$ cat config.mk
export PLATFORM = sky130hd
export DESIGN_NAME = hwpe_ctrl_top
export DESIGN_NICKNAME = d
export VERILOG_FILES = /design/src/hwpe_pkg.sv /design/src/hwpe_cfg_slave.sv /design/src/hwpe_regfile.sv /design/src/hwpe_job_ctrl.sv /design/src/hwpe_ctrl_top.sv
export SDC_FILE = /design/constraint.sdc
export NUM_CORES = 1
export LEC_CHECK = 0
export ABC_AREA = 1
export BUFFER_PORTS_ARGS = -buffer_cell sky130_fd_sc_hd__buf_2
export CORE_ASPECT_RATIO = 1.2
export CORE_MARGIN = 2
export CORE_UTILIZATION = 46
export CTS_CLUSTER_DIAMETER = 40
export CTS_CLUSTER_SIZE = 28
export DETAILED_ROUTE_END_ITERATION = 6
export SLEW_MARGIN = 10
export SYNTH_ARGS = -nofsm -noshare
export SYNTH_HDL_FRONTEND = slang
export SYNTH_SLANG_ARGS = --single-unit
$ cat constraint.sdc
create_clock -name clk -period 6.45 [get_ports clk]
set_clock_uncertainty 0.05 [all_clocks]
set_input_delay 0.9675 -clock clk [delete_from_list [all_inputs] [get_ports clk]]
set_output_delay 0.9675 -clock clk [all_outputs]
set_load 0.005 [all_outputs]
$ cat src/hwpe_pkg.sv
/*
 * hwpe control package
 * register map, widths, port structs and test-set response codes
 */
`default_nettype none

package hwpe_pkg;

  // job contexts and widths
  localparam int n_context = 2;
  localparam int ctx_w     = 1;
  localparam int reg_w     = 3;
  localparam int src_w     = 2;
  localparam int data_w    = 32;
  localparam int job_id_w  = 8;

  // context select bit sits above the register index
  localparam int addr_w = ctx_w + reg_w;

  // mandatory registers
  localparam logic [reg_w-1:0] reg_trigger = 3'd0;
  localparam logic [reg_w-1:0] reg_acquire = 3'd1;
  localparam logic [reg_w-1:0] reg_status  = 3'd2;
  localparam logic [reg_w-1:0] reg_run_id  = 3'd3;
  localparam logic [reg_w-1:0] reg_owner   = 3'd4;
  // index 5 is reserved and reads 0
  // contexted I/O registers
  localparam logic [reg_w-1:0] reg_len     = 3'd6;
  localparam logic [reg_w-1:0] reg_param   = 3'd7;

  // test-set responses
  localparam logic [data_w-1:0] resp_offloading = {data_w{1'b1}} - 1'b1;
  localparam logic [data_w-1:0] resp_all_busy   = {data_w{1'b1}};

  typedef struct packed {
    logic [addr_w-1:0] addr;
    logic [data_w-1:0] wdata;
    logic              wen;
    logic [src_w-1:0]  src;
  } cfg_req_t;

  typedef struct packed {
    logic [data_w-1:0] rdata;
  } cfg_rsp_t;

  // decoded access of the accepted request
  typedef struct packed {
    logic is_read;
    logic is_testset;
    logic is_trigger;
    logic is_contexted;
    logic is_mandatory;
    logic is_critical;
    logic full_context;
  } access_flags_t;

  // job handed to the engine and returned as the done event
  typedef struct packed {
    logic [ctx_w-1:0]    ctx;
    logic [job_id_w-1:0] job_id;
    logic [data_w-1:0]   len;
    logic [data_w-1:0]   param;
  } job_t;

endpackage

`default_nettype wire

$ cat src/hwpe_cfg_slave.sv
/*
 * hwpe configuration slave
 * valid/ready port, access decode, offload lock and context pointer
 */
`default_nettype none

module hwpe_cfg_slave (
  input  logic                                 clk,
  input  logic                                 rst_n,
  input  logic                                 req_valid,
  input  hwpe_pkg::cfg_req_t                   req,
  output logic                                 req_ready,
  output logic                                 rsp_valid,
  output hwpe_pkg::cfg_rsp_t                   rsp,
  input  logic                                 rsp_ready,
  output hwpe_pkg::cfg_req_t                   acc_req,
  output hwpe_pkg::access_flags_t              flags,
  output logic [hwpe_pkg::ctx_w-1:0]           pointer_context,
  input  logic [hwpe_pkg::data_w-1:0]          rdata,
  input  logic [hwpe_pkg::n_context-1:0]       busy
);

  logic                        fire;
  logic [hwpe_pkg::reg_w-1:0]  idx;
  logic                        lock_held;
  logic [hwpe_pkg::src_w-1:0]  lock_src;
  logic                        is_holder;
  logic                        rd_fire;
  logic                        testset;
  logic                        critical;
  logic                        full;
  logic                        acquire_ok;
  logic [hwpe_pkg::ctx_w-1:0]  free_ctx;

  // a held response blocks new requests
  assign req_ready = !rsp_valid || rsp_ready;
  assign fire      = req_valid && req_ready;
  assign idx       = req.addr[hwpe_pkg::reg_w-1:0];
  assign acc_req   = req;

  assign is_holder  = lock_held && (req.src == lock_src);
  assign rd_fire    = fire && !req.wen;
  assign testset    = rd_fire && (idx == hwpe_pkg::reg_acquire);
  assign critical   = testset && lock_held && !is_holder;
  assign full       = &busy;
  assign acquire_ok = testset && !critical && !full;

  always_comb begin
    flags              = '0;
    flags.is_read      = rd_fire;
    flags.is_testset   = testset;
    // only the lock holder may fire its context
    flags.is_trigger   = fire && req.wen && (idx == hwpe_pkg::reg_trigger) && is_holder;
    flags.is_mandatory = fire && (idx <= hwpe_pkg::reg_owner);
    flags.is_contexted = fire && (idx >= hwpe_pkg::reg_len);
    flags.is_critical  = critical;
    flags.full_context = full;
  end

  // lowest free context
  always_comb begin
    free_ctx = '0;
    for (int i = hwpe_pkg::n_context - 1; i >= 0; i--) begin
      if (!busy[i]) begin
        free_ctx = i[hwpe_pkg::ctx_w-1:0];
      end
    end
  end

  // offload lock taken by test-set and released by the holder's trigger
  always_ff @(posedge clk or negedge rst_n) begin
    if (!rst_n) begin
      lock_held       <= 1'b0;
      lock_src        <= '0;
      pointer_context <= '0;
    end else if (acquire_ok) begin
      lock_held       <= 1'b1;
      lock_src        <= req.src;
      pointer_context <= free_ctx;
    end else if (flags.is_trigger) begin
      lock_held <= 1'b0;
    end
  end

  // response handshake
  always_ff @(posedge clk or negedge rst_n) begin
    if (!rst_n) begin
      rsp_valid <= 1'b0;
    end else if (fire) begin
      rsp_valid <= 1'b1;
    end else if (rsp_ready) begin
      rsp_valid <= 1'b0;
    end
  end

  // data only loads on acceptance, so it holds under back-pressure
  always_ff @(posedge clk) begin
    if (fire) begin
      rsp.rdata <= rdata;
    end
  end

endmodule

`default_nettype wire

$ cat src/hwpe_regfile.sv
/*
 * hwpe register file
 * mandatory and contexted registers, job-id counters, read data mux
 */
`default_nettype none

module hwpe_regfile (
  input  logic                                 clk,
  input  logic                                 rst_n,
  input  hwpe_pkg::cfg_req_t                   acc_req,
  input  hwpe_pkg::access_flags_t              flags,
  input  logic [hwpe_pkg::ctx_w-1:0]           pointer_context,
  input  logic [hwpe_pkg::ctx_w-1:0]           running_context,
  input  logic                                 done,
  output logic [hwpe_pkg::data_w-1:0]          rdata,
  output logic [hwpe_pkg::n_context-1:0]       busy,
  output logic                                 trig_valid,
  output hwpe_pkg::job_t                       trig_job
);

  logic [hwpe_pkg::ctx_w-1:0]     acc_ctx;
  logic [hwpe_pkg::reg_w-1:0]     acc_idx;
  logic [hwpe_pkg::data_w-1:0]    ctx_len   [hwpe_pkg::n_context];
  logic [hwpe_pkg::data_w-1:0]    ctx_param [hwpe_pkg::n_context];
  logic [hwpe_pkg::n_context-1:0][7:0] owner;
  logic [7:0]                     owner_code;
  logic [hwpe_pkg::job_id_w-1:0]  offload_job_id;
  logic [hwpe_pkg::job_id_w-1:0]  running_job_id;
  logic [hwpe_pkg::job_id_w-1:0]  acq_job_id;
  logic                           acquire_ok;
  logic                           done_q;
  logic [hwpe_pkg::ctx_w-1:0]     done_ctx;
  logic [hwpe_pkg::data_w-1:0]    status_word;
  logic [hwpe_pkg::data_w-1:0]    owner_word;
  logic [hwpe_pkg::data_w-1:0]    io_rdata;
  logic [hwpe_pkg::data_w-1:0]    mand_rdata;

  assign acc_ctx    = acc_req.addr[hwpe_pkg::addr_w-1 -: hwpe_pkg::ctx_w];
  assign acc_idx    = acc_req.addr[hwpe_pkg::reg_w-1:0];
  assign owner_code = {{(8 - hwpe_pkg::src_w){1'b0}}, acc_req.src} + 8'd1;
  assign acquire_ok = flags.is_testset && !flags.is_critical && !flags.full_context;

  // contexted I/O registers
  always_ff @(posedge clk) begin
    if (flags.is_contexted && acc_req.wen) begin
      if (acc_idx == hwpe_pkg::reg_len) begin
        ctx_len[acc_ctx] <= acc_req.wdata;
      end else begin
        ctx_param[acc_ctx] <= acc_req.wdata;
      end
    end
  end

  // running job id follows done by one cycle
  always_ff @(posedge clk or negedge rst_n) begin
    if (!rst_n) begin
      offload_job_id <= '0;
      acq_job_id     <= '0;
      running_job_id <= '0;
      done_q         <= 1'b0;
      done_ctx       <= '0;
    end else begin
      done_q   <= done;
      done_ctx <= running_context;
      if (acquire_ok) begin
        offload_job_id <= offload_job_id + 1'b1;
        acq_job_id     <= offload_job_id;
      end
      if (done_q) begin
        running_job_id <= running_job_id + 1'b1;
      end
    end
  end

  // busy and owner bytes
  always_ff @(posedge clk or negedge rst_n) begin
    if (!rst_n) begin
      busy  <= '0;
      owner <= '0;
    end else begin
      for (int i = 0; i < hwpe_pkg::n_context; i++) begin
        if (flags.is_trigger && (pointer_context == i)) begin
          busy[i]  <= 1'b1;
          owner[i] <= owner_code;
        end else if (done_q && (done_ctx == i)) begin
          busy[i] <= 1'b0;
        end
      end
    end
  end

  // trigger pulse towards the job engine
  always_ff @(posedge clk or negedge rst_n) begin
    if (!rst_n) begin
      trig_valid <= 1'b0;
    end else begin
      trig_valid <= flags.is_trigger;
    end
  end

  always_ff @(posedge clk) begin
    if (flags.is_trigger) begin
      trig_job.ctx    <= pointer_context;
      trig_job.job_id <= acq_job_id;
      trig_job.len    <= ctx_len[pointer_context];
      trig_job.param  <= ctx_param[pointer_context];
    end
  end

  // one byte per context
  always_comb begin
    status_word = '0;
    owner_word  = '0;
    for (int i = 0; i < hwpe_pkg::n_context; i++) begin
      status_word[8*i]     = busy[i];
      owner_word[8*i +: 8] = owner[i];
    end
  end

  assign io_rdata = (acc_idx == hwpe_pkg::reg_len) ? ctx_len[acc_ctx] : ctx_param[acc_ctx];

  always_comb begin
    case (acc_idx)
      hwpe_pkg::reg_status: mand_rdata = status_word;
      hwpe_pkg::reg_run_id: mand_rdata = {{(hwpe_pkg::data_w - hwpe_pkg::job_id_w){1'b0}},
                                          running_job_id};
      hwpe_pkg::reg_owner:  mand_rdata = owner_word;
      // trigger and reserved read 0
      default:              mand_rdata = '0;
    endcase
  end

  // test-set answer takes priority over plain reads
  always_comb begin
    if (flags.is_testset) begin
      if (flags.is_critical) begin
        rdata = hwpe_pkg::resp_offloading;
      end else if (flags.full_context) begin
        rdata = hwpe_pkg::resp_all_busy;
      end else begin
        rdata = {{(hwpe_pkg::data_w - hwpe_pkg::job_id_w){1'b0}}, offload_job_id};
      end
    end else if (flags.is_read && flags.is_contexted) begin
      rdata = io_rdata;
    end else if (flags.is_read && flags.is_mandatory) begin
      rdata = mand_rdata;
    end else begin
      rdata = '0;
    end
  end

endmodule

`default_nettype wire

$ cat src/hwpe_job_ctrl.sv
/*
 * hwpe job engine
 * trigger-order queue, length countdown and done event
 */
`default_nettype none

module hwpe_job_ctrl (
  input  logic                         clk,
  input  logic                         rst_n,
  input  logic                         trig_valid,
  input  hwpe_pkg::job_t               trig_job,
  output logic                         done,
  output logic [hwpe_pkg::ctx_w-1:0]   running_context,
  output logic                         done_valid,
  output hwpe_pkg::job_t               done_job
);

  hwpe_pkg::job_t              q_mem [hwpe_pkg::n_context];
  logic [hwpe_pkg::ctx_w-1:0]  wr_ptr;
  logic [hwpe_pkg::ctx_w-1:0]  rd_ptr;
  logic [hwpe_pkg::ctx_w:0]    q_cnt;
  logic                        running;
  logic [hwpe_pkg::data_w-1:0] cnt;
  logic                        start;
  hwpe_pkg::job_t              cur_job;

  assign start    = !running && (q_cnt != '0);
  assign done     = done_valid;
  assign done_job = cur_job;

  // one slot per context so the queue never overflows
  always_ff @(posedge clk) begin
    if (trig_valid) begin
      q_mem[wr_ptr] <= trig_job;
    end
    if (start) begin
      cur_job <= q_mem[rd_ptr];
    end
  end

  always_ff @(posedge clk or negedge rst_n) begin
    if (!rst_n) begin
      wr_ptr          <= '0;
      rd_ptr          <= '0;
      q_cnt           <= '0;
      running         <= 1'b0;
      cnt             <= '0;
      done_valid      <= 1'b0;
      running_context <= '0;
    end else begin
      done_valid <= 1'b0;
      if (trig_valid) begin
        wr_ptr <= wr_ptr + 1'b1;
      end
      if (start) begin
        rd_ptr <= rd_ptr + 1'b1;
      end
      q_cnt <= q_cnt + trig_valid - start;
      if (start) begin
        running         <= 1'b1;
        running_context <= q_mem[rd_ptr].ctx;
        // zero length still takes one cycle
        cnt <= (q_mem[rd_ptr].len == '0) ? 1 : q_mem[rd_ptr].len;
      end else if (running) begin
        if (cnt == 1) begin
          running    <= 1'b0;
          done_valid <= 1'b1;
        end else begin
          cnt <= cnt - 1'b1;
        end
      end
    end
  end

endmodule

`default_nettype wire

$ cat src/hwpe_ctrl_top.sv
/*
 * hwpe control top level
 * config slave, register file and job engine
 */
`default_nettype none

module hwpe_ctrl_top (
  input  logic               clk,
  input  logic               rst_n,
  input  logic               req_valid,
  output logic               req_ready,
  input  hwpe_pkg::cfg_req_t req,
  output logic               rsp_valid,
  input  logic               rsp_ready,
  output hwpe_pkg::cfg_rsp_t rsp,
  output logic               done_valid,
  output hwpe_pkg::job_t     done_job
);

  hwpe_pkg::cfg_req_t                acc_req;
  hwpe_pkg::access_flags_t           flags;
  logic [hwpe_pkg::ctx_w-1:0]        pointer_context;
  logic [hwpe_pkg::ctx_w-1:0]        running_context;
  logic [hwpe_pkg::data_w-1:0]       rdata;
  logic [hwpe_pkg::n_context-1:0]    busy;
  logic                              trig_valid;
  hwpe_pkg::job_t                    trig_job;
  logic                              done;

  hwpe_cfg_slave u_slave (
    .clk             (clk),
    .rst_n           (rst_n),
    .req_valid       (req_valid),
    .req             (req),
    .req_ready       (req_ready),
    .rsp_valid       (rsp_valid),
    .rsp             (rsp),
    .rsp_ready       (rsp_ready),
    .acc_req         (acc_req),
    .flags           (flags),
    .pointer_context (pointer_context),
    .rdata           (rdata),
    .busy            (busy)
  );

  hwpe_regfile u_regfile (
    .clk             (clk),
    .rst_n           (rst_n),
    .acc_req         (acc_req),
    .flags           (flags),
    .pointer_context (pointer_context),
    .running_context (running_context),
    .done            (done),
    .rdata           (rdata),
    .busy            (busy),
    .trig_valid      (trig_valid),
    .trig_job        (trig_job)
  );

  hwpe_job_ctrl u_job_ctrl (
    .clk             (clk),
    .rst_n           (rst_n),
    .trig_valid      (trig_valid),
    .trig_job        (trig_job),
    .done            (done),
    .running_context (running_context),
    .done_valid      (done_valid),
    .done_job        (done_job)
  );

endmodule

`default_nettype wire

; ---- After elaboration in Yosys (flattened, before gate mapping)
; Memory sizes are Yosys's and may differ from the RTL's. A register that Yosys moved wholly into a read port is not among the register bits.
; Cells that the tools add are included.
; W data, S select, Z words.
[op_classes]
n_eq_ne = 8
bitwise = 2
n_reduce_logical = 38
n_mux = 35
n_lt_le_gt_ge = 2
n_addsub = 8
[ops]
columns = operator, count
row1 = $mux W32, 9
row2 = $pmux W16 S3, 1
row3 = $eq A32 B1 Y1 const B, 1
row4 = $logic_not A32 Y1, 1
row5 = $sub A32 B1 Y32 const B, 1
row6 = $mux W1, 24
row7 = $logic_and A1 B1 Y1, 21
row8 = $add A8 B1 Y8 const B, 2
row9 = $mux W16, 1
row10 = $reduce_bool A2 Y1, 6
row11 = $eq A3 B2 Y1 const B, 2
row12 = $eq A3 B3 Y1 const B, 2
row13 = $logic_not A1 Y1, 6
row14 = $reduce_and A2 Y1, 2
row15 = $add A2 B1 Y3 const B, 1
row16 = $eq A3 B1 Y1 const B, 1
row17 = $ge A3 B3 Y1 const B, 1
row18 = $le A3 B3 Y1 const B, 1
row19 = $logic_not A3 Y1, 1
row20 = $add A1 B1 Y1 const B, 2
row21 = $add A2 B1 Y2, 1
row22 = $eq A2 B2 Y1, 1
row23 = $ne A2 B1 Y1 const B, 1
row24 = $not A1 Y1, 2
row25 = other kinds (2), 2
[totals]
in_bits = 43
out_inout_bits = 108
regBits = 203
ram_bits = 274
mem_count = 3
elab_cells = 124
[memory_table]
columns = memory, words, width, rd, rd_clocked_by_memory_dff, wr, line
row1 = u_job_ctrl.q_mem, 2, 73, 1, 0, 1, hwpe_job_ctrl.sv:18  ; hwpe_pkg::job_t q_mem [hwpe_pkg::n_context];
row2 = u_regfile.ctx_len, 2, 32, 2, 1, 1, hwpe_regfile.sv:23  ; logic [hwpe_pkg::data_w-1:0] ctx_len [hwpe_pkg::n_context];
row3 = u_regfile.ctx_param, 2, 32, 2, 1, 1, hwpe_regfile.sv:24  ; logic [hwpe_pkg::data_w-1:0] ctx_param [hwpe_pkg::n_context];

; ---- Logic depth before layout (Yosys ltp)
[depth]
word_depth = 11
depth_mapped = 12
ltp_nobuf = 12

; ---- Modules after synthesis
; Synthesis repeated with hierarchy kept, for this count alone.
[unflattened]
cells_unflattened = 1974
area_unflattened_um2 = 22161.3
[by_module_without_submodules]
columns = module, seq_area_each_um2, area_each_um2, cells_each, instances
row1 = hwpe_job_ctrl, 7552.2, 10517.6, 961, 1
row2 = hwpe_regfile, 6911.6, 9990.8, 881, 1
row3 = hwpe_cfg_slave, 1086.0, 1652.8, 132, 1

; ---- Worst setup path before layout
; OpenSTA, ideal clock, no wires.
[synth_timing]
path_kind = input to register
start = in rsp_ready
end = mem u_regfile.ctx_param[0][0] (netlist bit) (enable)
setup_time_ps = 502
path_slack_ps = 702
required_ps = 5898
path_buffers = 0
stages = 6
t_arrival_ps = 5195
path_cell_list = inv_1 nand2_4 nand2_4 inv_1 nand2_1 nor4_1
[synth_between]
elab_chain_cells = 6
[synth_lines]
columns = item, line
row1 = "start, declared", hwpe_ctrl_top.sv:14  ; input logic rsp_ready,
row2 = $logic_or A1 B1 Y1, hwpe_cfg_slave.sv:36  ; assign req_ready = !rsp_valid || rsp_ready;
row3 = via req_ready, hwpe_ctrl_top.sv:11  ; output logic req_ready,
row4 = $logic_and A1 B1 Y1, hwpe_cfg_slave.sv:37  ; assign fire = req_valid && req_ready;
row5 = via u_slave.fire, hwpe_cfg_slave.sv:23  ; logic fire;
row6 = $logic_and A1 B1 Y1, hwpe_cfg_slave.sv:55  ; flags.is_contexted = fire && (idx >= hwpe_pkg::reg_len);
row7 = $logic_and A1 B1 Y1, hwpe_regfile.sv:45  ; if (flags.is_contexted && acc_req.wen) begin
row8 = $mux W1, hwpe_regfile.sv:45
row9 = $mux W1 (not written as such), hwpe_regfile.sv:49  ; ctx_param[acc_ctx] <= acc_req.wdata;
row10 = "end, declared", hwpe_regfile.sv:24
; The timed path passes the listed nets, and every way through them passes these cells.

==> summary.txt <==
CTS
  – Post-CTS Setup Repair Bufs: 0
  – CTS tree: built
  – # hold bufs at CTS: 0
  – # clock sinks: 531
  – PostCTS Resize Cnt: 0
  – CTS buffer count: 56
  – Clk root buf: clkbuf_16
  – Worst-path clk slew: 0.07 ns
  – Skew-Pair Late Insertion Delay: 0.61 ns
  – H-Tree Depth: 2
  – Clock Tree Buf Depth: 3

Pwr
  – Tot Pwr: 7.29 mW
  – Logic pwr share: 0.018
  – Switching Power: 1.51 mW
  – Cell-internal power: 5.78 mW
  – Static Leak: 10.5 nW
  – Peak VDD IR: 0.217 mV
  – Clock share of power: 0.471
  – PwrDens: 291 nW/um2
  – Flop pwr share: 0.511
  – Net switching fraction of the power: 0.207

Final layout
  – Commonest cells after routing, fill and taps aside: 675 x nand2_1, 452 x edfxtp_1, 196 x inv_1
  – Layout cells sized above 1: 0.139
  – Most common cell after layout, fill and taps aside: nand2_1
  – Fill cells: 3904
  – Nets: 2125
  – Final core occ: 0.542
  – Non-Filler Instances: 2740
  – Area delta synth->final: 15.8%

Drt
  – DRT Pass-1 Iters: 6
  – Iteration-0 DRC Markers: 998
  – Routed Antenna Nets: 0
  – DRC viols: 0
  – Via count: 13900
  – Routed wire per std cell: 17.9 um
  – Drt via density: 5.07
  – Final WL: 48900 um

Synth
  – Yosys warns: 0
  – Seq/Total Area, Yosys: 0.720
  – Ys flop type: edfxtp_1
  – Cell variety after synth: 39
  – Ys async rst share: 0.149
  – Syn_nets: 1970
  – Yosys reg bits: 531
  – Synth Instances: 1920
  – Post-synth EDFFs: 452
  – Mapped Avg Cell Area: 11.2 um2
  – Area of the mapped netlist: 21600 um2

GRT
  – Initial antenna violation count: 2
  – Largest net degree at the start of global routing: 105
  – Overall routing resource usage: 0.203
  – First-pass GRT wire length: 75800 um
  – GRT overflow: 0
  – Vias in the first global route: 13600

STA
  – Final hold violations: 0
  – Final min period: 3.39 ns
  – Rel. slew slack: 0.129
  – RSZ-0062 raised after global routing: no
  – Worst-Margin Slew: 1.31 ns
  – Worst setup margin: 3.06 ns
  – Crit share post-route: 0.525
  – Final Max Slew Viols: 0
  – Setup TNS: 0 ns
  – Final setup viols: 0
  – Max frequency: 0.295 GHz

Die
  – Die H: 241 um
  – # rows: 86
  – Core area: 46200 um2
  – Io pins: 151
  – Starting density of the core: 0.468
  – Die X: 202 um
  – Die area: 48700 um2

Critical path
  – CP max stage delay: 0.61 ns
  – Setup CP Type: input pin to register
  – Critical-path cell list: buf_2 -> inv_1 -> nand2_4 -> nand2_4 -> inv_1 -> buf_4 -> nand2_1 -> nor2_1 -> nand2_1 -> inv_2 -> buf_4
  – Arrival @ worst endpoint: 3.57 ns
  – Family with the most delay on the worst path: buffers and inverters
  – Crit-path slowest cell: buf_4
  – Largest fanout on the critical path: 44
  – CP endpoint kind: register
  – Critical Path RT: 6.63 ns
  – WP buf/inv: 6
  – CP Launch Type: input pin

Place
  – GPL Wtd Cong: 0.906
  – IO Port Bufs: 150
  – Inst Count DP: 2633
  – Place WS: 2.36 ns
  – Dpl hpwl: 31400 um

Worst hold path
  – Hold Crit Class: input pin to async pin

Job
  – Max cap viols: 0

Status
  – Status: finished clean
## cell type report
class                   count  area, um2  share of cell area
repair buffers            169        896              0.0358
inverters                 202        758              0.0303
clock buffers              65       1500              0.0599
multi-input cells        1115       5000               0.200
flip-flops and latches    531      15600               0.622
diodes                      2       5.00            0.000200
well taps                 616        771              0.0308
clock inverters            40        517              0.0207
## logic make-up (layout without fill, tap and decap cells)
| logic type | after synthesis | after routing | share of synthesized area |
|---|---|---|---|
| DFF | 531 | 531 | 0.720 |
| adders and majority gates | 7 | 7 | 0.00406 |
| xor gates and xnor gates | 22 | 22 | 0.00893 |
| other | 0 | 2 | 0 |
| AOI/OAI and AO/OA | 204 | 204 | 0.0540 |
| buffers and inverters | 274 | 476 | 0.0496 |
| and+or+nand+nor | 882 | 882 | 0.163 |
## final timing paths
path                                                  from                 endpoint  slack, ns  cells past startpoint
min in group clk                u_job_ctrl.running_context       u_regfile.done_ctx       0.34                      0
worst min register to register  u_job_ctrl.running_context       u_regfile.done_ctx       0.34                      0
worst max register to register           u_slave.rsp_valid    u_regfile.trig_job[4]       3.12                      9
worst max-delay path                             rsp_ready    u_regfile.trig_job[4]       3.06                     11
worst min-delay path                                 rst_n       u_job_ctrl.cnt[17]       0.17                      1
max in group asynchronous                            rst_n  u_slave.pointer_context       4.92                      2
## power by group through the flow
stage               logic [mW]  clock network (mW)  registers, mW
global route             0.144                3.62           3.73
floorplan               0.0541                   0           3.79
global placement         0.127                   0           3.80
CTS                      0.131                3.50           3.73
detailed placement       0.131                   0           3.80
finish                   0.129                3.43           3.73
## cells in the mapped netlist (6+ instances only)
master | number | share of area
a21oi_1 | 12 | 0.0028
buf_1 | 9 | 0.0016
buf_2 | 16 | 0.0037
clkbuf_1 | 43 | 0.0075
dfrtp_1 | 79 | 0.092
edfxtp_1 | 452 | 0.63
ha_1 | 7 | 0.0041
inv_1 | 198 | 0.034
nand2_1 | 675 | 0.12
nand3_1 | 65 | 0.015
nand4_1 | 10 | 0.0029
nor2_1 | 110 | 0.019
nor3_1 | 7 | 0.0016
o2111ai_1 | 6 | 0.0024
o211ai_1 | 30 | 0.010
o21ai_0 | 116 | 0.027
o21ai_1 | 22 | 0.0051
o22ai_1 | 6 | 0.0017
xnor2_1 | 8 | 0.0032
xor2_1 | 14 | 0.0057
## sequential cells by signal, indices dropped and copies added (netlist names), 2 cells and up
register and flops:
u_job_ctrl.cnt 32, u_job_ctrl.done_job 73, u_job_ctrl.q_cnt 2, u_job_ctrl.q_mem 146, u_regfile.acq_job_id 8, u_regfile.busy 2, u_regfile.ctx_len 64, u_regfile.ctx_param 64
u_regfile.offload_job_id 8, u_regfile.owner 6, u_regfile.running_job_id 8, u_regfile.trig_job 73, u_slave.lock_src 2, u_slave.rsp 32
## metrics by stage
step / hold slack (ns) / area [um2]
detailed placement: 0.323 / 23000
global route: 0.169 / 25000
global placement: 0.317 / 23000
finish: 0.167 / 25000
CTS: 0.144 / 25000
floorplan: 0.304 / 21600
## routing by layer
metal / global-route usage / part of all wire / vias to the layer above
li1: - / - / 6708
met1: 0.268 / 0.43 / 6649
met2: 0.343 / 0.49 / 411
met3: 0.0295 / 0.050 / 111
met4: 0.0800 / 0.032 / 0
met5: 0 / 0 / -
No activity file was read; power rests on OpenSTA's default activity.
